<file path="src/hw/rvc_pkg.sv">
//////////////////////////////
// shared definitions for the RV32C expander
// opcodes, register numbers, quadrant codes and word types
// imported with a wildcard import by every RTL module
//////////////////////////////

package rvc_pkg;

  // word types
  typedef logic [31:0] word_t;
  typedef logic [15:0] c_instr_t;
  typedef logic [6:0]  opcode_t;

  //////////////////////////////
  // RV32I major opcodes
  //////////////////////////////

  localparam opcode_t OPCODE_OPIMM  = 7'h13;
  localparam opcode_t OPCODE_OP     = 7'h33;
  localparam opcode_t OPCODE_LUI    = 7'h37;
  localparam opcode_t OPCODE_LOAD   = 7'h03;
  localparam opcode_t OPCODE_STORE  = 7'h23;
  localparam opcode_t OPCODE_JAL    = 7'h6f;
  localparam opcode_t OPCODE_JALR   = 7'h67;
  localparam opcode_t OPCODE_BRANCH = 7'h63;

  // low two bits of the fetch word
  localparam logic [1:0] QUAD_C0   = 2'b00;
  localparam logic [1:0] QUAD_C1   = 2'b01;
  localparam logic [1:0] QUAD_C2   = 2'b10;
  localparam logic [1:0] QUAD_FULL = 2'b11;

  // fixed register numbers
  localparam logic [4:0] REG_ZERO = 5'd0;
  localparam logic [4:0] REG_RA   = 5'd1;
  localparam logic [4:0] REG_SP   = 5'd2;

  // rd', rs1' and rs2' map onto x8..x15
  localparam logic [1:0] PRIME_PREFIX = 2'b01;

  //////////////////////////////
  // funct3 values
  //////////////////////////////

  localparam logic [2:0] FUNCT3_ADD = 3'b000;
  localparam logic [2:0] FUNCT3_SLL = 3'b001;
  localparam logic [2:0] FUNCT3_SR  = 3'b101;
  localparam logic [2:0] FUNCT3_XOR = 3'b100;
  localparam logic [2:0] FUNCT3_OR  = 3'b110;
  localparam logic [2:0] FUNCT3_AND = 3'b111;
  // load and store word
  localparam logic [2:0] FUNCT3_W   = 3'b010;
  // branches against x0
  localparam logic [2:0] FUNCT3_BEQ = 3'b000;
  localparam logic [2:0] FUNCT3_BNE = 3'b001;

  // ebreak, the only fixed 32-bit result
  localparam word_t EBREAK_WORD = 32'h0010_0073;

endpackage
</file>
<file path="src/hw/rvc_expander.sv">
//////////////////////////////
// RV32C expander, fetch to decode boundary
// picks the quadrant result or passes a full word through
// and registers it one cycle later, qualified by valid_i
//////////////////////////////

`timescale 1ns/10ps

module rvc_expander import rvc_pkg::*; (
  input  logic  clk_i,
  input  logic  arst_n_i,
  input  logic  valid_i,
  input  word_t instr_i,
  output logic  valid_o,
  output word_t instr_o,
  output logic  is_compressed_o,
  output logic  illegal_instr_o
);

  word_t q0_instr, q1_instr, q2_instr;
  logic  q0_illegal, q1_illegal, q2_illegal;
  word_t exp_instr;
  logic  exp_illegal;
  logic  exp_compressed;

  rvc_quadrant0 u_quad0 (.instr_i(instr_i[15:0]), .instr_o(q0_instr), .illegal_o(q0_illegal));
  rvc_quadrant1 u_quad1 (.instr_i(instr_i[15:0]), .instr_o(q1_instr), .illegal_o(q1_illegal));
  rvc_quadrant2 u_quad2 (.instr_i(instr_i[15:0]), .instr_o(q2_instr), .illegal_o(q2_illegal));

  //////////////////////////////
  // quadrant select
  //////////////////////////////

  assign exp_compressed = (instr_i[1:0] != QUAD_FULL);

  always_comb begin
    case (instr_i[1:0])
      QUAD_C0: begin
        exp_instr   = q0_instr;
        exp_illegal = q0_illegal;
      end
      QUAD_C1: begin
        exp_instr   = q1_instr;
        exp_illegal = q1_illegal;
      end
      QUAD_C2: begin
        exp_instr   = q2_instr;
        exp_illegal = q2_illegal;
      end
      default: begin
        // full width word goes through untouched
        exp_instr   = instr_i;
        exp_illegal = 1'b0;
      end
    endcase
  end

  //////////////////////////////
  // decode stage register
  //////////////////////////////

  always_ff @(posedge clk_i or negedge arst_n_i) begin
    if (!arst_n_i) begin
      valid_o         <= 1'b0;
      instr_o         <= '0;
      is_compressed_o <= 1'b0;
      illegal_instr_o <= 1'b0;
    end else begin
      valid_o <= valid_i;
      // data holds while no word arrives
      if (valid_i) begin
        instr_o         <= exp_instr;
        is_compressed_o <= exp_compressed;
        illegal_instr_o <= exp_illegal;
      end
    end
  end

  // a full width word is never flagged by any quadrant
  a_illegal_only_compressed: assert property (
    @(posedge clk_i) disable iff (!arst_n_i) illegal_instr_o |-> is_compressed_o
  ) else $error("illegal_instr_o set on a full width word");

  a_no_valid_in_reset: assert property (
    @(posedge clk_i) !arst_n_i |-> !valid_o
  ) else $error("valid_o high during reset");

endmodule

</file>
<file path="src/hw/rvc_quadrant2.sv">
//////////////////////////////
// RV32C quadrant C2 expansion
// shifts, stack pointer access, moves, register jumps, ebreak
// purely combinational
//////////////////////////////

`timescale 1ns/10ps

module rvc_quadrant2 import rvc_pkg::*; (
  input  c_instr_t instr_i,
  output word_t    instr_o,
  output logic     illegal_o
);

  logic [4:0] rd;
  logic [4:0] rs2;
  word_t      lwsp_word;

  // rd doubles as rs1 in this quadrant
  assign rd  = instr_i[11:7];
  assign rs2 = instr_i[6:2];

  // c.lwsp -> lw rd, uimm(sp)
  assign lwsp_word = {4'b0, instr_i[3:2], instr_i[12], instr_i[6:4], 2'b00,
                      REG_SP, FUNCT3_W, rd, OPCODE_LOAD};

  always_comb begin
    instr_o   = lwsp_word;
    illegal_o = 1'b0;

    case (instr_i[15:13])
      3'b000: begin
        // c.slli -> slli rd, rd, shamt
        instr_o = {7'b0, rs2, rd, FUNCT3_SLL, rd, OPCODE_OPIMM};
        if (instr_i[12]) begin
          illegal_o = 1'b1;
        end
      end
      3'b010: begin
        instr_o = lwsp_word;
        if (rd == REG_ZERO) begin
          illegal_o = 1'b1;
        end
      end
      3'b100: begin
        if (!instr_i[12]) begin
          if (rs2 == REG_ZERO) begin
            // c.jr -> jalr x0, 0(rs1), rs1 of x0 is reserved
            instr_o = {12'b0, rd, FUNCT3_ADD, REG_ZERO, OPCODE_JALR};
            if (rd == REG_ZERO) begin
              illegal_o = 1'b1;
            end
          end else begin
            // c.mv -> add rd, x0, rs2
            instr_o = {7'b0, rs2, REG_ZERO, FUNCT3_ADD, rd, OPCODE_OP};
          end
        end else if (rs2 == REG_ZERO) begin
          if (rd == REG_ZERO) begin
            instr_o = EBREAK_WORD;
          end else begin
            // c.jalr -> jalr ra, 0(rs1)
            instr_o = {12'b0, rd, FUNCT3_ADD, REG_RA, OPCODE_JALR};
          end
        end else begin
          // c.add -> add rd, rd, rs2
          instr_o = {7'b0, rs2, rd, FUNCT3_ADD, rd, OPCODE_OP};
        end
      end
      3'b110: begin
        // c.swsp -> sw rs2, uimm(sp)
        instr_o = {4'b0, instr_i[8:7], instr_i[12], rs2, REG_SP, FUNCT3_W,
                   instr_i[11:9], 2'b00, OPCODE_STORE};
      end
      default: begin
        // float, table jump and zc slots
        illegal_o = 1'b1;
      end
    endcase
  end

endmodule

</file>
<file path="src/hw/rvc_quadrant1.sv">
//////////////////////////////
// RV32C quadrant C1 expansion
// immediates, jumps, register-prime arithmetic and branches
// combinational, every immediate sign extends from bit 12
//////////////////////////////

`timescale 1ns/10ps

module rvc_quadrant1 import rvc_pkg::*; (
  input  c_instr_t instr_i,
  output word_t    instr_o,
  output logic     illegal_o
);

  logic [4:0] rd;
  logic [4:0] rs1_p;
  logic [4:0] rs2_p;
  logic       sign;
  word_t      and_word;

  assign rd    = instr_i[11:7];
  assign rs1_p = {PRIME_PREFIX, instr_i[9:7]};
  assign rs2_p = {PRIME_PREFIX, instr_i[4:2]};
  assign sign  = instr_i[12];

  // c.and form, also the filler for the reserved arithmetic slots
  assign and_word = {7'b0, rs2_p, rs1_p, FUNCT3_AND, rs1_p, OPCODE_OP};

  always_comb begin
    instr_o   = and_word;
    illegal_o = 1'b0;

    case (instr_i[15:13])
      3'b000: begin
        // c.addi -> addi rd, rd, imm (c.nop when rd is x0)
        instr_o = {{6{sign}}, sign, instr_i[6:2], rd, FUNCT3_ADD, rd, OPCODE_OPIMM};
      end
      3'b001, 3'b101: begin
        // c.jal links through ra, c.j discards the link
        instr_o = {sign, instr_i[8], instr_i[10:9], instr_i[6], instr_i[7], instr_i[2],
                   instr_i[11], instr_i[5:3], {9{sign}},
                   (instr_i[15] ? REG_ZERO : REG_RA), OPCODE_JAL};
      end
      3'b010: begin
        // c.li -> addi rd, x0, imm
        instr_o = {{6{sign}}, sign, instr_i[6:2], REG_ZERO, FUNCT3_ADD, rd, OPCODE_OPIMM};
      end
      3'b011: begin
        if (rd == REG_SP) begin
          // c.addi16sp -> addi sp, sp, nzimm*16
          instr_o = {{3{sign}}, instr_i[4:3], instr_i[5], instr_i[2], instr_i[6], 4'b0,
                     REG_SP, FUNCT3_ADD, REG_SP, OPCODE_OPIMM};
        end else begin
          // c.lui -> lui rd, nzimm
          instr_o = {{15{sign}}, instr_i[6:2], rd, OPCODE_LUI};
        end
        // zero immediate is reserved for both forms
        if ({sign, instr_i[6:2]} == 6'b0) begin
          illegal_o = 1'b1;
        end
      end
      3'b100: begin
        case (instr_i[11:10])
          2'b00, 2'b01: begin
            // c.srli / c.srai, bit 10 selects the arithmetic shift
            instr_o = {1'b0, instr_i[10], 5'b0, instr_i[6:2], rs1_p, FUNCT3_SR, rs1_p,
                       OPCODE_OPIMM};
            // shamt[5] set is RV64 only
            if (sign) begin
              illegal_o = 1'b1;
            end
          end
          2'b10: begin
            // c.andi -> andi rd', rd', imm
            instr_o = {{6{sign}}, sign, instr_i[6:2], rs1_p, FUNCT3_AND, rs1_p, OPCODE_OPIMM};
          end
          default: begin
            case ({sign, instr_i[6:5]})
              3'b000: instr_o = {7'b0100000, rs2_p, rs1_p, FUNCT3_ADD, rs1_p, OPCODE_OP};
              3'b001: instr_o = {7'b0, rs2_p, rs1_p, FUNCT3_XOR, rs1_p, OPCODE_OP};
              3'b010: instr_o = {7'b0, rs2_p, rs1_p, FUNCT3_OR, rs1_p, OPCODE_OP};
              3'b011: instr_o = and_word;
              // subw/addw and the zc slots
              default: illegal_o = 1'b1;
            endcase
          end
        endcase
      end
      default: begin
        // c.beqz / c.bnez -> beq/bne rs1', x0, imm
        instr_o = {{4{sign}}, instr_i[6:5], instr_i[2], REG_ZERO, rs1_p,
                   (instr_i[13] ? FUNCT3_BNE : FUNCT3_BEQ),
                   instr_i[11:10], instr_i[4:3], sign, OPCODE_BRANCH};
      end
    endcase
  end

endmodule

</file>
<file path="src/hw/rvc_quadrant0.sv">
//////////////////////////////
// RV32C quadrant C0 expansion
// combinational, takes the low half of the fetch word
// covers c.addi4spn, c.lw and c.sw, all other slots illegal
//////////////////////////////

`timescale 1ns/10ps

module rvc_quadrant0 import rvc_pkg::*; (
  input  c_instr_t instr_i,
  output word_t    instr_o,
  output logic     illegal_o
);

  logic [4:0] rd_p;
  logic [4:0] rs1_p;
  logic [4:0] rs2_p;
  word_t      lw_word;

  // register-prime fields
  assign rd_p  = {PRIME_PREFIX, instr_i[4:2]};
  assign rs2_p = {PRIME_PREFIX, instr_i[4:2]};
  assign rs1_p = {PRIME_PREFIX, instr_i[9:7]};

  // c.lw -> lw rd', uimm(rs1'), offset is word scaled
  assign lw_word = {5'b0, instr_i[5], instr_i[12:10], instr_i[6], 2'b00,
                    rs1_p, FUNCT3_W, rd_p, OPCODE_LOAD};

  always_comb begin
    instr_o   = lw_word;
    illegal_o = 1'b0;

    case (instr_i[15:13])
      3'b000: begin
        // c.addi4spn -> addi rd', sp, nzuimm
        instr_o = {2'b0, instr_i[10:7], instr_i[12:11], instr_i[5], instr_i[6], 2'b00,
                   REG_SP, FUNCT3_ADD, rd_p, OPCODE_OPIMM};
        // zero immediate is reserved
        if (instr_i[12:5] == 8'b0) begin
          illegal_o = 1'b1;
        end
      end
      3'b010: begin
        instr_o = lw_word;
      end
      3'b110: begin
        // c.sw -> sw rs2', uimm(rs1')
        instr_o = {5'b0, instr_i[5], instr_i[12], rs2_p, rs1_p, FUNCT3_W,
                   instr_i[11:10], instr_i[6], 2'b00, OPCODE_STORE};
      end
      default: begin
        // zc loads/stores and float slots, not supported
        illegal_o = 1'b1;
      end
    endcase
  end

endmodule

</file>
<file path="config.mk">
export PLATFORM = sky130hd
export DESIGN_NAME = rvc_expander
export DESIGN_NICKNAME = d
export VERILOG_FILES = /design/src/hw/rvc_pkg.sv /design/src/hw/rvc_expander.sv /design/src/hw/rvc_quadrant2.sv /design/src/hw/rvc_quadrant1.sv /design/src/hw/rvc_quadrant0.sv
export SDC_FILE = /design/constraint.sdc
export NUM_CORES = 1
export LEC_CHECK = 0
export ABC_AREA = 1
export BUFFER_PORTS_ARGS = -buffer_cell sky130_fd_sc_hd__buf_2
export CORE_ASPECT_RATIO = 1.1
export CORE_UTILIZATION = 30
export CTS_CLUSTER_DIAMETER = 120
export DETAILED_ROUTE_END_ITERATION = 8
export GPL_TIMING_DRIVEN = 0
export PLACE_DENSITY = 0.53
export SYNTH_ARGS = -nofsm -noshare
export SYNTH_HDL_FRONTEND = slang
export SYNTH_SLANG_ARGS = --single-unit
</file>
<file path="constraint.sdc">
create_clock -name clk_i -period 0.97 [get_ports clk_i]
set_input_delay 0.0485 -clock clk_i [delete_from_list [all_inputs] [get_ports clk_i]]
set_output_delay 0.0485 -clock clk_i [all_outputs]
set_load 0.02 [all_outputs]
</file>
### Word level (Yosys, flattened, before mapping)

Index checks and enable logic that the tools add are counted.

| word-level totals | value |
|---|---|
| output and inout port bits | 35 |
| register bits | 35 |
| bits of input ports | 35 |
| logic and storage cells | 56 |

| operators by class | value |
|---|---|
| equality and inequality tests | 15 |
| muxes and demuxes | 25 |
| reduce and logical (&&, ||, !) cells | 12 |

Operators with widths:

| kind | number |
|---|---|
| $pmux 32 s3 | 2 |
| $pmux 32 s5 | 1 |
| $pmux 31 s3 | 1 |
| $mux 25 | 3 |
| $pmux 32 s2 | 1 |
| $pmux 30 s2 | 1 |
| $mux 29 | 1 |
| $mux 21 | 1 |
| $eq 3x2->1 const B | 4 |
| $logic_not 5->1 | 2 |
| $eq 3x3->1 const B | 3 |
| $mux 1 | 9 |
| $logic_not 8->1 | 1 |
| $eq 3x1->1 const B | 2 |
| $logic_not 3->1 | 2 |
| $logic_not 6->1 | 1 |
| $pmux 1 s2 | 3 |
| $reduce_or 2->1 | 3 |
| $eq 5x2->1 const B | 1 |
| $eq 2x1->1 const B | 2 |
| $eq 2x2->1 const B | 2 |
| $logic_not 2->1 | 2 |
| $pmux 1 s4 | 1 |
| $reduce_or 4->1 | 1 |
| 2 further kinds | 2 |

### Longest topological paths before layout

Gate-level depths: netlist of the first run.

| depth | value |
|---|---|
| word-level depth | 6 |
| depth in mapped cells | 13 |
| gate-level depth less buffers | 11 |

### Cells and area by module

From an unflattened synthesis of the first run, not the netlist that was laid out.

| second synthesis, totals | value |
|---|---|
| cell total of the unflattened synthesis | 637 |
| area total of the unflattened synthesis | 3753.6 µm² |

By module, submodules not included:

| module | instances | area an instance (µm²) | sequential area each (µm²) | cells an instance |
|---|---|---|---|---|
| rvc_expander | 1 | 2299.7 | 875.8 | 363 |
| rvc_quadrant1 | 1 | 718.2 | 0.0 | 132 |
| rvc_quadrant2 | 1 | 391.6 | 0.0 | 77 |
| rvc_quadrant0 | 1 | 344.1 | 0.0 | 65 |

### Worst setup path before layout of the first run

Ideal clock, no wire load.

| path | value |
|---|---|
| kind | input to register |
| start | in instr_i[15] |
| end | reg instr_o[26] |
| path buffers | 2 |
| setup time | 117 ps |
| data arrival time | 899 ps |
| stages | 11 |
| setup slack | -45 ps |
| required time | 853 ps |
| cell sequence | buf_6 -> inv_2 -> buf_6 -> nand2_4 -> inv_2 -> nand2_2 -> nor2_1 -> nor3_2 -> nand2_1 -> nand2_1 -> nand2_1 |

| between the ends | value |
|---|---|
| longest elaborated chain between the ends | 4 |
| elaborated cells on any way between the ends | 12 |
| classes of those cells | 6 x eq/ne; 4 x mux; 2 x reduce/logical |

RTL lines:

| item | RTL line | RTL |
|---|---|---|
| from (decl) | rvc_expander.sv:13 | `input word_t instr_i,` |
| $eq 3x1->1 / $eq 3x3->1 (equally long branches) | rvc_quadrant1.sv:33 | `case (instr_i[15:13])` |
| $reduce_or 2->1 | rvc_quadrant1.sv:33 |  |
| $pmux 32 s5 | rvc_quadrant1.sv:33 |  |
| $pmux 32 s3 * | rvc_expander.sv:37 | `case (instr_i[1:0])` |
| to (signal assigned) | rvc_expander.sv:72 | `instr_o <= exp_instr;` |
| to (decl) | rvc_expander.sv:15 | `output word_t instr_o,` |

Every way passes the cells marked *; elsewhere a longest branch is shown, timed or not.
A chain may end at the register's enable or synchronous reset.

### Worst setup path in the final report of the first run

| path | value |
|---|---|
| start | in instr_i[13] |
| end | reg instr_o[16] |

The elaborated chain is that of the path after synthesis.

==> impl_metrics.csv, run 1 <==
group,metric,value,unit
final_layout,drive_above_1_share,34.3,%
setup_path,critPathKind,"in -> reg",
setup_path,crit_fanout,7,
sta,slew_headroom,47.2,%
cts,holdBufCountCts,1,
cts,cts_buffers,5,
floorplan,ioPinCount,70,
final_layout,area_growth_syn_to_layout,36.7,%
yosys,synth.distinct_cells,36,
setup_path,arrival,1.21,ns
run,maxCapViolations,0,
cts,cts_tree,"done",
setup_path,critPathRequiredTime,1.21,ns
status,violations,"negative hold slack",
yosys,ys.flop_type,"dfrtp_1",
sta,setup-violations-final,0,
setup_path,crit_chain,"buf_12 -> nor2_8 -> nand2_8 -> nor2_4 -> nand2_2 -> nand3b_1 -> nand2_1 -> nand2_2 -> nand2_1 -> nand2_1",
pwr,p_total,4.92,mW
setup_path,slowest_stage,"nor2_8",
floorplan,start_util,31.4,%
setup_path,path_depth,10,
setup_path,critPathTopFamily,"simple AND/OR/NAND/NOR gates",
routing,drt_iter0_drc,338,
final_layout,final_util,42.9,%
cts,numClockSinks,35,
yosys,synth_top_area_share,28.0,%
sta,hold_viol_final,35,
routing,vias,3889,
floorplan,fp.dieH,109,um
cts,max-clock-path-buffers,2,
final_layout,fillCellCount,1129,
floorplan,core,0.00998,sq mm
worst_hold_path,hold_class,"in -> async",
global_routing,grt_antenna_before_repair,0,
global_routing,use_met3,3.40,%
yosys,ys_warn_count,0,
cts,path_clk_slew,0.08,ns
place,port_buffers,62,
global_routing,first_global_vias,3595,
yosys,synthTopCellsByArea,"dfrtp_1, nand2_1, nor2_1, nand3_1, o21ai_0",
routing,drt_wl_total,13.7,mm
routing,via_per_inst,5.31,
setup_path,start_kind,"input port",
setup_path,ff2ff_path_depth,1,
floorplan,chipWidth,99.4,um
pwr,p_leak,2.23,nW
pwr,p_per_area,1150,mW/mm^2
sta,whs,-0.187,ns
yosys,async_reset_ff_share,100,%
floorplan,dieArea,0.0108,sq mm
cts,root_buffer,"clkbuf_8",
routing,ant_nets,0,
final_layout,seq_area,876,sq um
setup_path,cp_num_buf_inv,1,
yosys,syn_area,0.00313,sq mm
global_routing,gr-total-overflow,0,
sta,worst_pin_slew,0.793,ns
setup_path,r2r-end,"instr_o[0]",
global_routing,met1_usage,35.5,%
yosys,syn_nets,550,
yosys,syn_inst,515,
yosys,avgSynthCellArea,6.08,sq um
routing,dr.pass1.iters,5,
cts,clk_latency,0.29,ns
routing,drc,0,
status,status,"finished with violations",
sta,skew,0,ns
setup_path,setup.worst_path.end_class,"register",
global_routing,grt_pass1_wl,20.7,mm
sta,fmax,1040,MHz
final_layout,multi_input_area,0.00216,sq mm
setup_path,rrSetupSlack,0.21,ns
cts,htreeDepth,2,
sta,period_share,99.6,%
final_layout,layout.cells.non_filler,732,
sta,min_period,0.966,ns
routing,wire_per_inst,18.7,um
global_routing,grt_use_total,25.8,%
final_layout,num_antenna_cells,0,
yosys,synth-seq-cells,35,
global_routing,grt_max_degree,36,
setup_path,r2r-start,"instr_o[0]",
sta,rsz0062_at_grt,"true",
sta,slew_viol_final,0,
global_routing,grt_use_met2,39.5,%
yosys,ys_seq_area_share,28.0,%
pwr,max-vdd-ir-drop,0.537,mV
yosys,synth_top_area_cell,"dfrtp_1",
global_routing,grt.busiest_layer,"met2",
place,placed_cells,697,
setup_path,cpPeakStageDelay,0.22,ns
place,post-dp-hpwl,10.4,mm
place,place.gp.congestion,0.950,
yosys,synth_edf_count,0,
floorplan,rows,38,
final_layout,nNetsFinal,646,
sta,tns,0,ns
setup_path,crit_path_frequent_cell,"nand2_1",
-- registers in the layout, summed over array words and instances, names as in the netlist --
name,count
is_compressed_o,1
illegal_instr_o,1
valid_o,1
instr_o,32
-- repair_timing --
action / 4_1_cts / 5_1_grt
hold endpoints to repair: 36 / 35
buffers inserted: 7 / 18
resized for setup: 30 / 76
cloned: 0 / 1
setup endpoints to repair: 32 / 29
pin swaps: 1 / 19
-- metal layers --
| metal | share of wire, % | routed length, um |
|---|---|---|
| met5 | 0 | 0 |
| met2 | 43 | 5960 |
| met3 | 6.6 | 900 |
| met4 | 4.7 | 643 |
| met1 | 45 | 6210 |
-- cells in the mapped netlist, types with 2 or more instances --
cell / count
o211ai_1: 3
nand3_2: 2
nand4_1: 5
inv_1: 32
nor2_4: 5
nor2_1: 62
nand2_2: 11
a31oi_1: 7
clkbuf_1: 4
dfrtp_1: 35
nand3_1: 38
nand2_4: 4
buf_4: 2
nor2_8: 2
o21ai_1: 12
nand2_1: 182
inv_2: 12
inv_4: 2
nor3_2: 2
o21ai_0: 35
nor2_2: 7
buf_2: 9
a21oi_1: 23
or2_2: 2
buf_6: 6
-- area by class of cell --
class,instances,share of cell area [%]
clock inverter,2,0.819
tap,120,3.51
multi-input combinational,411,50.6
buffer,22,5.26
timing repair buffer,89,12.3
inverter,47,5.18
clock buffer,6,1.93
sequential,35,20.5
-- logic make-up after synthesis --
family / synth area share [%]
buf+inv: 10.5
flops: 28.0
simple gates: 46.5
compound gates: 15.0
-- per-stage QoR --
step	setup slack, ns	area (sq um)
floorplan	-0.0162	3190
global placement	-0.602	3650
detailed placement	-0.618	3650
CTS	-0.00922	3940
global route	-0.0432	4280
finish	0.00396	4280
-- power breakdown --
part | internal, mW | switching (mW) | total, mW
logic | 0.611 | 1.20 | 1.81
clock network | 0.832 | 0.581 | 1.41
registers | 1.62 | 0.0770 | 1.69
-- worst max path at each step --
stage	startpoint	to	slack, ns
CTS	instr_i[5]	instr_o[14]	-0.009
detailed placement	valid_i	instr_o[25]	-0.62
floorplan	instr_i[10]	instr_o[17]	-0.02
finish	instr_i[13]	instr_o[16]	0.004
global route	instr_i[13]	instr_o[16]	-0.04
global placement	instr_i[7]	instr_o[20]	-0.60
-- cell usage in the layout (no fill, tap or decap), types with 2 or more instances in the layout --
| cell type | netlist | routed |
|---|---|---|
| inv_4 | 2 | 9 |
| clkbuf_8 | 0 | 6 |
| o21ai_0 | 35 | 24 |
| clkinvlp_4 | 0 | 2 |
| o21ai_2 | 1 | 3 |
| or2_2 | 2 | 2 |
| buf_2 | 9 | 61 |
| o21ai_1 | 12 | 21 |
| nor2_2 | 7 | 7 |
| a31oi_1 | 7 | 7 |
| nand2_1 | 182 | 166 |
| nand2_2 | 11 | 18 |
| a21oi_1 | 23 | 21 |
| buf_6 | 6 | 6 |
| inv_2 | 12 | 7 |
| nand3_4 | 0 | 2 |
| nand4_1 | 5 | 5 |
| nand3_1 | 38 | 36 |
| a21oi_2 | 1 | 3 |
| nor2_4 | 5 | 17 |
| nor2_1 | 62 | 50 |
| nand3_2 | 2 | 2 |
| o211ai_1 | 3 | 3 |
| clkbuf_2 | 0 | 4 |
| inv_6 | 0 | 2 |
| buf_12 | 0 | 4 |
| dfrtp_1 | 35 | 35 |
| nand2_4 | 4 | 11 |
| nand2_8 | 0 | 2 |
| nor2_8 | 2 | 2 |
| buf_4 | 2 | 30 |
| inv_1 | 32 | 26 |
| nor3_2 | 2 | 2 |
| clkbuf_4 | 0 | 3 |
No activity file was read; power rests on OpenSTA's default activity.
==> inputs of run 2 (changes only) <==
- RECOVER_POWER: unset -> 100
==> impl_metrics.csv, run 2 (synthesis gave the netlist of run 1 again) <==
group,metric,value,unit
global_routing,grt_use_total,25.8,%
sta,worst_slack,0.0111,ns
floorplan,core,0.00998,sq mm
routing,dr.pass1.iters,6,
setup_path,critPathKind,"in -> reg",
global_routing,first_global_vias,3595,
final_layout,nNetsFinal,646,
worst_hold_path,hold_class,"in -> async",
routing,drc,0,
global_routing,grt_use_met2,39.5,%
pwr,p_per_area,1150,mW/mm^2
floorplan,fp.dieH,109,um
sta,skew,0,ns
sta,tns,0,ns
place,pre_cts_ws,-0.618,ns
global_routing,grt_antenna_before_repair,0,
cts,clk_latency,0.29,ns
cts,cts_buffers,5,
global_routing,grt.busiest_layer,"met2",
global_routing,grt_pass1_wl,20.7,mm
cts,holdBufCountCts,1,
pwr,max-vdd-ir-drop,0.534,mV
sta,hold_viol_final,35,
global_routing,gr-total-overflow,0,
sta,setup-violations-final,0,
floorplan,ioPinCount,70,
routing,wire_per_inst,18.7,um
final_layout,layout_commonest_cell,"nand2_1",
routing,drt_iter0_drc,369,
setup_path,arrival,1.20,ns
setup_path,ff2ff_path_depth,1,
cts,htreeDepth,2,
setup_path,rrSetupSlack,0.20,ns
setup_path,r2r-end,"instr_o[0]",
sta,fmax,1040,MHz
run,maxCapViolations,0,
final_layout,final_cell_mix,"nand2_1, nor2_1, clkbuf_2",
global_routing,grt_max_degree,36,
sta,slew_viol_final,0,
sta,rsz0062_at_grt,"true",
place,port_buffers,62,
sta,worst_pin_slew,0.890,ns
global_routing,use_met3,3.40,%
final_layout,largest_reg_flops,32,
routing,drt_wl_total,13.7,mm
place,place.gp.congestion,0.950,
routing,vias,3838,
final_layout,regMostFlops,"instr_o",
status,violations,"negative hold slack",
floorplan,start_util,31.4,%
global_routing,met1_usage,35.5,%
setup_path,r2r-start,"instr_o[0]",
setup_path,crit_fanout,6,
routing,via_per_inst,5.24,
cts,path_clk_slew,0.08,ns
cts,numClockSinks,35,
cts,root_buffer,"clkbuf_8",
sta,min_period,0.959,ns
final_layout,multi_input_area,0.00216,sq mm
final_layout,fillCellCount,1132,
status,status,"finished with violations",
setup_path,start_kind,"input port",
cts,cts_tree,"done",
setup_path,setup.worst_path.end_class,"register",
final_layout,drive_above_1_share,34.2,%
floorplan,chipWidth,99.4,um
final_layout,seq_area,876,sq um
cts,max-clock-path-buffers,2,
pwr,p_leak,2.22,nW
routing,ant_nets,0,
pwr,p_total,4.91,mW
final_layout,num_antenna_cells,0,
place,post-dp-hpwl,10.4,mm
setup_path,critPathRequiredTime,1.21,ns
floorplan,rows,38,
floorplan,dieArea,0.0108,sq mm
sta,slew_headroom,40.7,%
final_layout,area_growth_syn_to_layout,36.5,%
sta,period_share,98.9,%
sta,whs,-0.153,ns
==> run 2: repair_timing <==
action,in CTS,in global routing
gates resized for setup,30,76
setup endpoints to repair,32,29
setup buffers,7,18
gates cloned,0,1
endpoints found under the hold margin,36,35
pin swaps,1,19
==> run 2: worst max-delay path by stage <==
stage,to,start,depth (start not counted),slack (ns)
2_1_floorplan,instr_o[17],instr_i[10],10,-0.02
3_3_place_gp,instr_o[20],instr_i[7],10,-0.60
3_5_place_dp,instr_o[25],valid_i,7,-0.62
4_1_cts,instr_o[14],instr_i[5],7,-0.009
5_1_grt,instr_o[16],instr_i[13],10,-0.04
6_report,instr_o[7],instr_i[3],10,0.01
==> run 2: per-layer routing <==
metal  routed length (um)  part of all wire [%]  vias up
met2                 5960                    44      155
met5                    0                     0        -
li1                     -                     -     1854
met4                  643                   4.7        0
met1                 6370                    47     1782
met3                  700                   5.1       47
==> run 2: worst max-delay path, cell delays in order <==
cell and delay (ns):
buf_2 0.16, nor2_4 0.15, nand2_1 0.09, nor2_4 0.18
nand3_1 0.12, o21ai_0 0.09, nand2_1 0.08, nand3_1 0.11
nand2_1 0.09, nand2_1 0.06
==> run 2: where the power goes <==
group	total, mW	internal, mW	leakage (nW)	switching (mW)
registers	1.70	1.62	0.429	0.0834
clock network	1.41	0.832	0.0612	0.577
logic	1.80	0.604	1.73	1.20
total	4.91	3.05	2.22	1.86
==> run 2: cell type report <==
cell class | count | area share, %
inverters | 47 | 5.12
repair buffers | 89 | 12.2
flip-flops and latches | 35 | 20.5
clock inverters | 2 | 0.820
multi-input cells | 411 | 50.7
plain buffers | 22 | 5.21
clock buffers | 6 | 1.93
well taps | 120 | 3.51
==> run 2: metrics by stage <==
stage / cell area (sq um) / utilization, % / cells
2_1_floorplan: 3190 / - / 515
3_3_place_gp: 3650 / 36.6 / 697
3_5_place_dp: 3650 / 36.6 / 697
4_1_cts: 3940 / 39.5 / 713
5_1_grt: 4270 / 42.8 / 732
6_report: 4270 / 42.8 / 732
